## src/hdl/wb_pkg.sv

```systemverilog
/*
  Shared types and constants for the write-back end of the pipeline.
  Every write-back module imports this package in its header.
*/

package wb_pkg;

  ////////////////////////////////////////
  // Constants
  ////////////////////////////////////////

  localparam int unsigned XLEN = 32;

  // Register index
  typedef logic [4:0] rf_addr_t;

  // x0 is hardwired to zero
  localparam rf_addr_t RF_ZERO = 5'd0;

  // Load access size
  typedef enum logic [1:0] {
    LSU_BYTE = 2'b00,
    LSU_HALF = 2'b01,
    LSU_WORD = 2'b10
  } lsu_size_e;

  // Memory protection result, returned with the bus response
  typedef enum logic [1:0] {
    MPU_OK       = 2'b00,
    MPU_RE_FAULT = 2'b01,
    MPU_WR_FAULT = 2'b10
  } mpu_status_e;

  localparam mpu_status_e MPU_OK_VAL = MPU_OK;

  // Offload transaction ID
  typedef logic [3:0] xif_id_t;

  ////////////////////////////////////////
  // Pipeline and port structs
  ////////////////////////////////////////

  // Instruction held in write-back
  typedef struct packed {
    logic            instr_valid;
    logic            rf_we;
    rf_addr_t        rf_waddr;
    logic [XLEN-1:0] rf_wdata;
    logic            lsu_en;
    lsu_size_e       lsu_size;
    logic            lsu_signed;
    logic [1:0]      lsu_offset;
    logic            xif_en;
    xif_id_t         xif_id;
    logic            dummy;
  } ex_wb_pipe_t;

  // Controller requests toward write-back
  typedef struct packed {
    logic kill_wb;
    logic halt_wb;
  } ctrl_fsm_t;

  // Bus data word, seen either whole or as four byte lanes
  typedef union packed {
    logic [XLEN-1:0] word;
    logic [3:0][7:0] bytes;
  } bus_word_u;

  // Data bus response
  typedef struct packed {
    bus_word_u   rdata;
    mpu_status_e mpu_status;
  } lsu_resp_t;

  // Coprocessor result
  typedef struct packed {
    xif_id_t         id;
    logic [XLEN-1:0] data;
    logic            we;
    logic            exc;
  } xif_result_t;

  // Register file write port
  typedef struct packed {
    logic            we;
    rf_addr_t        waddr;
    logic [XLEN-1:0] wdata;
  } rf_wr_t;

  // Retirement report
  typedef struct packed {
    logic valid;
    logic exception;
    logic data_stall;
  } wb_status_t;

endpackage

```

## src/hdl/ex_wb_pipe.sv

```systemverilog
/*
  EX/WB pipeline register. Takes one instruction from execute over valid/ready
  and holds it until write-back reports completion or the controller kills it.
*/

`timescale 1ns/1ps

module ex_wb_pipe import wb_pkg::*; (
  input  logic        clk,
  input  logic        rst_n_i,
  input  logic        ex_valid_i,
  input  ex_wb_pipe_t ex_instr_i,
  output logic        ex_ready_o,
  input  logic        wb_done_i,
  input  ctrl_fsm_t   ctrl_i,
  output ex_wb_pipe_t wb_instr_o
);

  logic        valid_q;
  ex_wb_pipe_t instr_q;

  // A kill takes effect at once, so nothing downstream sees the instruction
  always_comb begin
    wb_instr_o             = instr_q;
    wb_instr_o.instr_valid = valid_q && !ctrl_i.kill_wb;
  end

  // Free slot, or the current one leaves this cycle
  assign ex_ready_o = !wb_instr_o.instr_valid || wb_done_i;

  ////////////////////////////////////////
  // Occupancy
  ////////////////////////////////////////

  always_ff @(posedge clk) begin
    if (!rst_n_i) begin
      valid_q <= 1'b0;
    end else if (ex_valid_i && ex_ready_o) begin
      valid_q <= ex_instr_i.instr_valid;
    end else if (wb_done_i || ctrl_i.kill_wb) begin
      valid_q <= 1'b0;
    end
  end

  // Payload
  always_ff @(posedge clk) begin
    if (ex_valid_i && ex_ready_o) begin
      instr_q <= ex_instr_i;
    end
  end

  ////////////////////////////////////////
  // Checks
  ////////////////////////////////////////

  // Execute keeps its offer steady until the transfer
  a_ex_instr_stable : assert property (
    @(posedge clk) disable iff (!rst_n_i)
    (ex_valid_i && !ex_ready_o) |=> (ex_valid_i && $stable(ex_instr_i))
  ) else $error("ex_instr_i changed while waiting for ex_ready_o");

endmodule

```

## src/hdl/lsu_resp_unit.sv

```systemverilog
/*
  Load response unit. Picks the addressed lane out of the bus word, extends it
  to XLEN and reports protection faults, which also finish the load.
*/

`timescale 1ns/1ps

module lsu_resp_unit import wb_pkg::*; (
  input  logic            clk,
  input  logic            rst_n_i,
  input  ex_wb_pipe_t     wb_instr_i,
  input  logic            resp_valid_i,
  input  lsu_resp_t       resp_i,
  output logic            resp_ready_o,
  output logic [XLEN-1:0] load_data_o,
  output logic            load_done_o,
  output logic            load_fault_o
);

  logic       load_active;
  logic       handshake;
  logic [7:0] byte_sel;
  logic [15:0] half_sel;
  logic       sign_bit;

  // Load sitting in write-back
  assign load_active  = wb_instr_i.instr_valid && wb_instr_i.lsu_en;
  assign resp_ready_o = load_active;
  assign handshake    = load_active && resp_valid_i;

  // Protection status only counts with a valid response
  assign load_fault_o = handshake && (resp_i.mpu_status != MPU_OK_VAL);
  // Any response ends the load, a faulting one included
  assign load_done_o  = handshake;

  ////////////////////////////////////////
  // Lane select and extension
  ////////////////////////////////////////

  // Byte lane straight from the offset
  assign byte_sel = resp_i.rdata.bytes[wb_instr_i.lsu_offset];

  // Halfword lane from the upper offset bit
  assign half_sel = {resp_i.rdata.bytes[{wb_instr_i.lsu_offset[1], 1'b1}],
                     resp_i.rdata.bytes[{wb_instr_i.lsu_offset[1], 1'b0}]};

  always_comb begin
    sign_bit    = 1'b0;
    load_data_o = resp_i.rdata.word;
    case (wb_instr_i.lsu_size)
      LSU_BYTE: begin
        sign_bit    = wb_instr_i.lsu_signed && byte_sel[7];
        load_data_o = {{(XLEN-8){sign_bit}}, byte_sel};
      end
      LSU_HALF: begin
        sign_bit    = wb_instr_i.lsu_signed && half_sel[15];
        load_data_o = {{(XLEN-16){sign_bit}}, half_sel};
      end
      default: begin
        // Full word needs no alignment
        load_data_o = resp_i.rdata.word;
      end
    endcase
  end

  ////////////////////////////////////////
  // Checks
  ////////////////////////////////////////

  // The bus only answers a load that is waiting in write-back
  a_no_stray_resp : assert property (
    @(posedge clk) disable iff (!rst_n_i)
    resp_valid_i |-> load_active
  ) else $error("Load response without a load in write-back");

endmodule

```

## src/hdl/xif_result_unit.sv

```systemverilog
/*
  Coprocessor result unit. Takes the offloaded result while the offloaded
  instruction is in write-back and flags results that must not be written.
*/

`timescale 1ns/1ps

module xif_result_unit import wb_pkg::*; (
  input  logic            clk,
  input  logic            rst_n_i,
  input  ex_wb_pipe_t     wb_instr_i,
  input  logic            result_valid_i,
  input  xif_result_t     result_i,
  output logic            result_ready_o,
  output logic [XLEN-1:0] xif_data_o,
  output logic            xif_done_o,
  output logic            xif_exc_o
);

  logic xif_active;
  logic handshake;
  logic id_match;

  // Ready as soon as the offloaded instruction reaches write-back
  assign xif_active     = wb_instr_i.instr_valid && wb_instr_i.xif_en;
  assign result_ready_o = xif_active;
  assign handshake      = xif_active && result_valid_i;

  // Result must belong to the instruction in write-back
  assign id_match = (result_i.id == wb_instr_i.xif_id);

  assign xif_data_o = result_i.data;
  assign xif_done_o = handshake;

  // Exception, foreign ID or no write request all block the register write
  assign xif_exc_o = handshake && (result_i.exc || !id_match || !result_i.we);

  ////////////////////////////////////////
  // Checks
  ////////////////////////////////////////

  // Coprocessor and pipeline agree on the transaction ID
  a_xif_id_match : assert property (
    @(posedge clk) disable iff (!rst_n_i)
    handshake |-> id_match
  ) else $error("Coprocessor result ID does not match instruction in write-back");

endmodule

```

## src/hdl/wb_stage.sv

```systemverilog
/*
  Write-back stage. Merges the pipe register result with the load and
  coprocessor results into the register write, retirement and load stall.
*/

`timescale 1ns/1ps

module wb_stage import wb_pkg::*; (
  input  ex_wb_pipe_t     wb_instr_i,
  input  ctrl_fsm_t       ctrl_i,
  input  logic [XLEN-1:0] load_data_i,
  input  logic            load_done_i,
  input  logic            load_fault_i,
  input  logic [XLEN-1:0] xif_data_i,
  input  logic            xif_done_i,
  input  logic            xif_exc_i,
  output logic            wb_done_o,
  output rf_wr_t          rf_wr_o,
  output wb_status_t      status_o
);

  logic instr_active;
  logic completed;
  logic retire;
  logic exception;
  logic block_r0_we;

  ////////////////////////////////////////
  // Completion
  ////////////////////////////////////////

  // Kill is already folded into instr_valid by the pipe register
  assign instr_active = wb_instr_i.instr_valid && !ctrl_i.halt_wb;

  // Loads and offloads wait for their unit, others finish right away
  always_comb begin
    if (wb_instr_i.lsu_en) begin
      completed = load_done_i;
    end else if (wb_instr_i.xif_en) begin
      completed = xif_done_i;
    end else begin
      completed = 1'b1;
    end
  end

  assign retire    = instr_active && completed;
  assign exception = load_fault_i || xif_exc_i;
  assign wb_done_o = retire;

  ////////////////////////////////////////
  // Register file write
  ////////////////////////////////////////

  // x0 writes only go through for dummy instructions
  assign block_r0_we = (wb_instr_i.rf_waddr == RF_ZERO) && !wb_instr_i.dummy;

  assign rf_wr_o.we    = wb_instr_i.rf_we && retire && !exception && !block_r0_we;
  assign rf_wr_o.waddr = wb_instr_i.rf_waddr;

  // Load data first, then coprocessor data, then the EX result
  always_comb begin
    if (wb_instr_i.lsu_en) begin
      rf_wr_o.wdata = load_data_i;
    end else if (wb_instr_i.xif_en) begin
      rf_wr_o.wdata = xif_data_i;
    end else begin
      rf_wr_o.wdata = wb_instr_i.rf_wdata;
    end
  end

  ////////////////////////////////////////
  // Retirement report
  ////////////////////////////////////////

  assign status_o.valid      = retire;
  assign status_o.exception  = retire && exception;
  // Load stuck waiting on the bus
  assign status_o.data_stall = instr_active && wb_instr_i.lsu_en && !load_done_i;

endmodule

```

## src/hdl/wb_top.sv

```systemverilog
/*
  Write-back subsystem top. Connects the EX/WB register, both result units
  and the write-back stage; holds no logic of its own.
*/

`timescale 1ns/1ps

module wb_top import wb_pkg::*; (
  input  logic        clk,
  input  logic        rst_n_i,
  // Execute stage
  input  logic        ex_valid_i,
  input  ex_wb_pipe_t ex_instr_i,
  output logic        ex_ready_o,
  // Data bus response
  input  logic        lsu_resp_valid_i,
  input  lsu_resp_t   lsu_resp_i,
  output logic        lsu_resp_ready_o,
  // Coprocessor result
  input  logic        xif_valid_i,
  input  xif_result_t xif_result_i,
  output logic        xif_ready_o,
  // Controller
  input  ctrl_fsm_t   ctrl_i,
  // Register file and retirement
  output rf_wr_t      rf_wr_o,
  output wb_status_t  status_o
);

  ex_wb_pipe_t     wb_instr;
  logic            wb_done;
  logic [XLEN-1:0] load_data;
  logic            load_done;
  logic            load_fault;
  logic [XLEN-1:0] xif_data;
  logic            xif_done;
  logic            xif_exc;

  ex_wb_pipe u_ex_wb_pipe (
    .clk        (clk),
    .rst_n_i    (rst_n_i),
    .ex_valid_i (ex_valid_i),
    .ex_instr_i (ex_instr_i),
    .ex_ready_o (ex_ready_o),
    .wb_done_i  (wb_done),
    .ctrl_i     (ctrl_i),
    .wb_instr_o (wb_instr)
  );

  lsu_resp_unit u_lsu_resp_unit (
    .clk          (clk),
    .rst_n_i      (rst_n_i),
    .wb_instr_i   (wb_instr),
    .resp_valid_i (lsu_resp_valid_i),
    .resp_i       (lsu_resp_i),
    .resp_ready_o (lsu_resp_ready_o),
    .load_data_o  (load_data),
    .load_done_o  (load_done),
    .load_fault_o (load_fault)
  );

  xif_result_unit u_xif_result_unit (
    .clk            (clk),
    .rst_n_i        (rst_n_i),
    .wb_instr_i     (wb_instr),
    .result_valid_i (xif_valid_i),
    .result_i       (xif_result_i),
    .result_ready_o (xif_ready_o),
    .xif_data_o     (xif_data),
    .xif_done_o     (xif_done),
    .xif_exc_o      (xif_exc)
  );

  wb_stage u_wb_stage (
    .wb_instr_i   (wb_instr),
    .ctrl_i       (ctrl_i),
    .load_data_i  (load_data),
    .load_done_i  (load_done),
    .load_fault_i (load_fault),
    .xif_data_i   (xif_data),
    .xif_done_i   (xif_done),
    .xif_exc_i    (xif_exc),
    .wb_done_o    (wb_done),
    .rf_wr_o      (rf_wr_o),
    .status_o     (status_o)
  );

endmodule

```

## config.mk

```make
export PLATFORM = sky130hd
export DESIGN_NAME = wb_top
export DESIGN_NICKNAME = d
export VERILOG_FILES = /design/src/hdl/wb_pkg.sv /design/src/hdl/ex_wb_pipe.sv /design/src/hdl/lsu_resp_unit.sv /design/src/hdl/xif_result_unit.sv /design/src/hdl/wb_stage.sv /design/src/hdl/wb_top.sv
export SDC_FILE = /design/constraint.sdc
export NUM_CORES = 1
export LEC_CHECK = 0
export ABC_CLOCK_PERIOD_IN_PS = 2900
export BUFFER_PORTS_ARGS = -buffer_cell sky130_fd_sc_hd__buf_2
export CAP_MARGIN = 10
export CORE_AREA = 4 4 86 88
export DETAILED_ROUTE_END_ITERATION = 16
export DIE_AREA = 0 0 90 92
export GPL_TIMING_DRIVEN = 0
export PLACE_DENSITY = 0.78
export SYNTH_ARGS = -nofsm -noshare
export SYNTH_HDL_FRONTEND = slang
export SYNTH_SLANG_ARGS = --single-unit
```

## constraint.sdc

```tcl
create_clock -name clk -period 2.9 [get_ports clk]
set_clock_uncertainty 0.2 [all_clocks]
set_input_delay 0 -clock clk [delete_from_list [all_inputs] [get_ports clk]]
set_output_delay 0 -clock clk [all_outputs]
set_load 0.02 [all_outputs]
```

==> results of run 1 <==
## synth_stat cells (all sizes together), types with 8 or more instances
master  number  area share
edfxtp      50        0.52
mux2i       25       0.087
nand3       17       0.030
o211ai      16       0.042
clkbuf      13       0.017
nand2       13       0.017
buf         12       0.027
nor3b       11       0.029
nor2b       10       0.022
a221oi       9       0.027
mux2         8       0.031
## power groups by stage
stage          registers [W]  logic [W]  clock network, W
3_3_place_gp        0.000895   0.000438                 0
2_1_floorplan       0.000889   0.000251                 0
4_1_cts             0.000877   0.000500          0.000511
5_1_grt             0.000883   0.000544          0.000536
3_5_place_dp        0.000894   0.000446                 0
6_report            0.000879   0.000506          0.000504
## worst max-delay path, cell delays in order, from the launching register on
cell      delay [ns]
edfxtp_1        0.47
clkbuf_1        0.25
nor3b_1         0.69
a222oi_1        0.17
a21oi_1         0.21
buf_2           0.19
## path summary, 6_finish.rpt
check / slack (ns) / end / cells after the start
worst max register to register: 0.73 / u_ex_wb_pipe.wb_instr_o[14] / 6
worst min register to register: 1.07 / u_ex_wb_pipe.valid_q / 4
worst min-delay path: 0.08 / status_o[0] / 3
worst max-delay path: 0.41 / rf_wr_o[5] / 5
## through the flow
| stage | std cells | instance area [um2] |
|---|---|---|
| finish | 555 | 4500 |
| global route | 555 | 4500 |
| CTS | 555 | 4500 |
| detailed placement | 495 | 3870 |
| global placement | 494 | 3850 |
| floorplan | 241 | 2880 |
## sequential cells by signal, indices dropped and copies added, names as in the netlist
signal and count:
u_ex_wb_pipe.valid_q 1, u_ex_wb_pipe.wb_instr_o 50
## layer usage
metal	track usage	up-vias	part of all wire	routed length (um)
li1	-	1417	-	-
met1	0.290	1425	0.39	3980
met3	0.0771	19	0.090	915
met5	0	-	0	0
met4	0.0574	0	0.017	170
met2	0.423	163	0.50	5140
## final cells by class
class | instances | share of cell area
Clock inverter | 2 | 0.00861
Tap cell | 80 | 0.0222
Multi-Input combinational cell | 161 | 0.271
Timing Repair Buffer | 226 | 0.312
Buffer | 25 | 0.0281
Inverter | 4 | 0.00333
Clock buffer | 6 | 0.0161
Sequential cell | 51 | 0.338
## cells by family after synthesis
group / Yosys count / share of synthesized area
AO/OA/AOI/OAI: 56 / 0.155
XOR/XNOR: 4 / 0.0121
buffers and inverters: 29 / 0.0490
flip-flops: 51 / 0.528
multiplexers: 34 / 0.126
AND/OR/NAND/NOR: 67 / 0.130
## timing repair
| item | 4_1_cts | 5_1_grt |
|---|---|---|
| hold buffers | 52 | 0 |
| endpoints found under the setup margin | 0 | 0 |
| hold endpoints to repair | 51 | 0 |
| setup buffers | 0 | 0 |
==> impl_results.md, run 1 <==
* Outcome: complete, no violations
* Setup TNS at 0 ns
* Post-Route WL at 10200 um
* IO buf count at 173
* H-tree levels at 2
* CTS tree: done
* Synthesized area per cell at 12.0 um2
* Synthesis-to-finish area growth at 56.1%
* Total chip power at 0.00189 W
* Cell Rows at 30
* Final worst slack at 0.411 ns
* Iter 0 DRT Violations at 177
* Final setup vio count at 0
* Max cap viols at 0
* Seq/Total Area, Yosys at 0.528
* Clock Sinks at 51
* Ratio of cells with drive above 1 in the final layout at 0.429
* IO Pins at 174
* Vias at 3024
* Critical Path AT at 2.29 ns
* Vias/cell at 5.45
* Seq pwr share at 0.465
* Post-Synthesis Cell Area at 0.00288 mm2
* Power per cell area at 419 mW/mm2
* Layout net count at 604
* Final slew viol count at 0
* Multi-input gate area at 0.00122 mm2
* Pre-CTS WS at 0.695 ns
* P_int at 0.00136 W
* Core area at 0.00664 mm2
* Min-delay worst type: in2out
* Synth warn at 0
* Routed Antenna Nets at 0
* Fraction of registers with async set/reset at 0
* EDFF count, synth at 50
* Clock buffer depth at 2
* Switching share of power at 0.280
* Hold Startpoint: ctrl_i[0]
* Post-Synthesis Cells at 241
* #FFs+latches synth at 51
* Die area at 0.00828 mm2
* Commonest non-fill, non-tap cell in the layout: buf_2
* DIE WIDTH at 90 um
* Mapped Nets at 371
* Final core occ at 0.678
* Fill cells at 494
* Gr ovfl total at 0
* Tot GR Track Use at 0.242
* CTS Buf Count at 5
* Final min period at 2.49 ns
* Storage element area at 0.00152 mm2
* Worst Path Required at 2.70 ns
* ANT cells at 0
* CP startpoint kind: flop
* P_leak at 1.96 nW
* First-pass GRT wire length at 15700 um
* Die Span Y at 92 um
* Main synth FF type: edfxtp_1
* Worst setup startpoint: u_ex_wb_pipe.wb_instr_o[10]
* Clock power share at 0.267
* DRT Pass-1 Iters at 5
* Reg2reg start: u_ex_wb_pipe.wb_instr_o[5]
* Vias in the first global route at 3066
* Critical path endpoint category: output port
* Initial antenna violation count at 0
* Post_cts resized at 0
* Final Cycle Share at 0.858
* Commonest non-fill, non-tap cells in the layout: buf_2, dlygate4sd3_1, edfxtp_1
* Pin count of the biggest net entering global routing at 32
* WL/cell at 18.4 um
* Clock transition at path regs at 0.10 ns
* Hold Fails Final Rpt at 0
* RSZ-0062 raised after global routing: no
* Max frequency at 0.402 GHz
* Critical path class: reg2out
* Clock Latency Late Sink at 0.30 ns
* Worst IR drop on VDD at 251 uV
* Placed wire-length estimate at 7410 um
* Synth unique cells at 34
* Logic gate share of total power at 0.268
* DRC violations left at 0
* Root buf cell: clkbuf_8
* Initial Utilization at 0.434
* Slew at the pin closest to its max-slew limit at 0.758 ns
* Final hold slack at 0.0760 ns
* GPL Wtd Cong at 0.914
* Slew Limit Headroom at 0.493
* Switching pwr at 0.000529 W
* CP max FO at 10
Power figures use the tool's default switching activity.
==> run 2, diff against run 1 <==
- CORE_AREA: 4 4 86 88 -> 4 4 91 93
- DIE_AREA: 0 0 90 92 -> 0 0 95 97
- SYNTH_HIERARCHICAL: unset -> 1
==> impl_results.md, run 2 <==
* Outcome: complete, no violations
* Iter 0 DRT Violations at 167 (-5.6%)
* Logic gate share of total power at 0.283 (+0.015)
* WL/cell at 17.0 um (-7.4%)
* Largest family of logic cells by synthesized area: compound AO/OA/AOI/OAI gates
* Worst path max stage delay at 0.59 ns (-0.10 ns)
* Final slew viol count at 0 (unchanged)
* Core area at 0.00753 mm2 (+13%)
* Ratio of cells with drive above 1 in the final layout at 0.386 (-0.0436)
* Crit. path cell count at 8 (+3)
* Post-Route WL at 10900 um (+7.0%)
* Worst-path cell chain: and2b_2, and2_1, nand2_1, inv_1, nor2_1, a211oi_2, or3b_1, and2_4
* CTS Buf Count at 5 (unchanged)
* Clock Sinks at 51 (unchanged)
* Critical Path AT at 2.30 ns (about the same)
* Post-Synth Simple-Gate Area at 0.123 (-0.00672)
* Seq pwr share at 0.446 (-0.019)
* Top post-synthesis cells by area: edfxtp_1, mux2i_1, buf_4
* Fraction of registers with async set/reset at 0 (unchanged)
* Post-synthesis adder-cell area fraction at 0 (unchanged)
* Vias in the first global route at 3475 (+13%)
* Pin count of the biggest net entering global routing at 51 (+59%)
* Power per cell area at 403 mW/mm2 (-4.0%)
* DIE WIDTH at 95 um (+5.6%)
* Worst R2R Setup Slack at 0.35 ns (-0.38 ns)
* Synthesis-to-finish area growth at 43.9%
* Placed wire-length estimate at 7670 um (+3.5%)
* Routed Antenna Nets at 0 (unchanged)
* Clock Latency Late Sink at 0.30 ns (about the same)
* Most frequent cells after synthesis: nand2_1, edfxtp_1, buf_4
* Critical path class: reg2reg
* DRT Pass-1 Iters at 5 (unchanged)
* P_int at 0.00141 W (+3.6%)
* CP max FO at 50 (+40)
* Cells on worst reg2reg path at 8 (+2)
* First-pass GRT wire length at 16900 um (+7.8%)
* Switching share of power at 0.282 (+0.00226)
* GPL Wtd Cong at 0.913 (about the same)
* Final hold slack at 0.176 ns (+0.100 ns)
* Critical path endpoint category: flop
* Reg2reg start: u_ex_wb_pipe/valid_q
* Synthesized area per cell at 10.0 um2 (-16%)
* Layout net count at 668 (+11%)
* Post-Synthesis Cell Area at 0.00339 mm2 (+17%)
* Synth unique cells at 43 (+26%)
* Switching pwr at 0.000554 W (+4.8%)
* Vias at 3304 (+9.3%)
* RSZ-0062 raised after global routing: no
* Clock transition at path regs at 0.09 ns (about the same)
* IO buf count at 141 (-18%)
* Cell Rows at 32 (+6.7%)
* Synth Area in Compound Gates at 0.174 (+0.0184)
* Synth warn at 6 (+6)
* Root buf cell: clkbuf_8
* Slew Limit Headroom at 0.552 (+0.0589)
* Most frequent cell after synthesis: nand2_1
* #FFs+latches synth at 51 (unchanged)
* Slew at the pin closest to its max-slew limit at 0.672 ns (-0.0867 ns)
* CTS tree: done
* Crit-path slowest cell: and2_4
* Worst IR drop on VDD at 356 uV (+41%)
* Min-delay worst type: in2reg
* DRC violations left at 0 (unchanged)
* Post-Synthesis Cells at 337 (+40%)
* H-tree levels at 2 (unchanged)
* Max frequency at 0.392 GHz (-2.5%)
* Max reg flops at 50 (unchanged)
* IO Pins at 174 (unchanged)
* Multiplexer share of the synthesized area at 0.116 (-0.0101)
* Setup TNS at 0 ns (unchanged)
* Main synth FF type: edfxtp_1
* Hold Fails Final Rpt at 0 (unchanged)
* Clock buffer depth at 2 (unchanged)
* Vias/cell at 5.15 (-5.4%)
* Worst Path Buf+Inv at 1 (-1)
* Reg2Reg Capture Point: u_ex_wb_pipe/wb_instr_o[6]
* Commonest non-fill, non-tap cell in the layout: buf_2
* Synth top area share at 0.443 (-0.0771)
* Worst Path Required at 2.65 ns (-0.05 ns)
* Die Span Y at 97 um (+5.4%)
* ANT cells at 0 (unchanged)
* Die area at 0.00922 mm2 (+11%)
* Yosys top cell by area: edfxtp_1
* Mapped Nets at 467 (+26%)
* Initial Utilization at 0.450 (+0.0157)
* Initial antenna violation count at 0 (unchanged)
* P_leak at 2.27 nW (+16%)
* Critical Path End: u_ex_wb_pipe/wb_instr_o[6]
* EDFF count, synth at 50 (unchanged)
* Tot GR Track Use at 0.236 (-0.00595)
* Final min period at 2.55 ns (+0.0633 ns)
* Xor/xnor share of the synthesized area at 0.00259 (-0.00956)
* Gr ovfl total at 0 (unchanged)
* Seq/Total Area, Yosys at 0.449 (-0.0782)
* Family with the most delay on the worst path: simple AND/OR/NAND/NOR gates
* Commonest non-fill, non-tap cells in the layout: buf_2, dlygate4sd3_1, nand2_1
* Max cap viols at 0 (unchanged)
* Worst setup startpoint: u_ex_wb_pipe/valid_q
* CP startpoint kind: flop
* Final Cycle Share at 0.880 (+0.0218)
* Clock power share at 0.271 (+0.004)
* Final setup vio count at 0 (unchanged)
-- run 2: repair_timing --
item,4_1_cts,5_1_grt
buffers inserted,0,0
gates resized for setup,1,0
endpoints found under the setup margin,21,0
hold buffers,53,0
hold endpoints to repair,51,0
-- run 2: metal layers --
metal / GRT usage / wire, um / vias up
li1: - / - / 1583
met1: 0.269 / 3990 / 1514
met2: 0.416 / 5640 / 180
met3: 0.0607 / 1000 / 27
met4: 0.0866 / 293 / 0
met5: 0 / 0 / -
-- run 2: final cells by class --
class / count / area (um2)
multi-input cells: 212 / 1410
clock inverters: 2 / 38.8
repair buffers: 194 / 1240
inverters: 13 / 48.8
plain buffers: 61 / 409
fillers: 627 / 2650
well taps: 102 / 128
clock buffers: 6 / 82.6
flip-flops and latches: 51 / 1520
-- run 2: cells by family (layout without fill, tap and decap cells) --
group,after synthesis,after routing
xor gates and xnor gates,1,1
DFF,51,51
muxes,36,36
AOI/OAI and AO/OA,89,89
buffers and inverters,74,276
and+or+nand+nor,86,86
-- run 2: worst min path at each step --
stage,startpoint,endpoint,cells past startpoint
2_1_floorplan,ex_instr_i[0],u_ex_wb_pipe/wb_instr_o[0],0
3_3_place_gp,ex_instr_i[45],u_ex_wb_pipe/wb_instr_o[45],1
3_5_place_dp,ex_instr_i[17],u_ex_wb_pipe/wb_instr_o[17],1
4_1_cts,ex_valid_i,u_ex_wb_pipe/wb_instr_o[3],2
5_1_grt,ex_instr_i[23],u_ex_wb_pipe/wb_instr_o[23],2
6_report,ex_valid_i,u_ex_wb_pipe/wb_instr_o[47],2
-- run 2: power by group through the flow --
stage | clock, W | sequential [W] | combinational [W]
after floorplan | 0 | 0.000888 | 0.000313
after global placement | 0 | 0.000891 | 0.000480
after detailed placement | 0 | 0.000893 | 0.000491
after global routing | 0.000580 | 0.000881 | 0.000600
final | 0.000532 | 0.000876 | 0.000555
after CTS | 0.000544 | 0.000875 | 0.000549
-- run 2: per-stage QoR --
step / cell area, um2 / cells / setup WS, ns / util / power [W]
6_report: 4870 / 641 / 0.348 / 0.647 / 0.00196
5_1_grt: 4870 / 641 / 0.146 / 0.647 / 0.00206
4_1_cts: 4870 / 641 / 0.364 / 0.647 / 0.00197
3_5_place_dp: 4220 / 580 / 0.0297 / 0.561 / 0.00138
3_3_place_gp: 4220 / 580 / 0.0881 / 0.561 / 0.00137
2_1_floorplan: 3390 / 337 / 0.131 / - / 0.00120
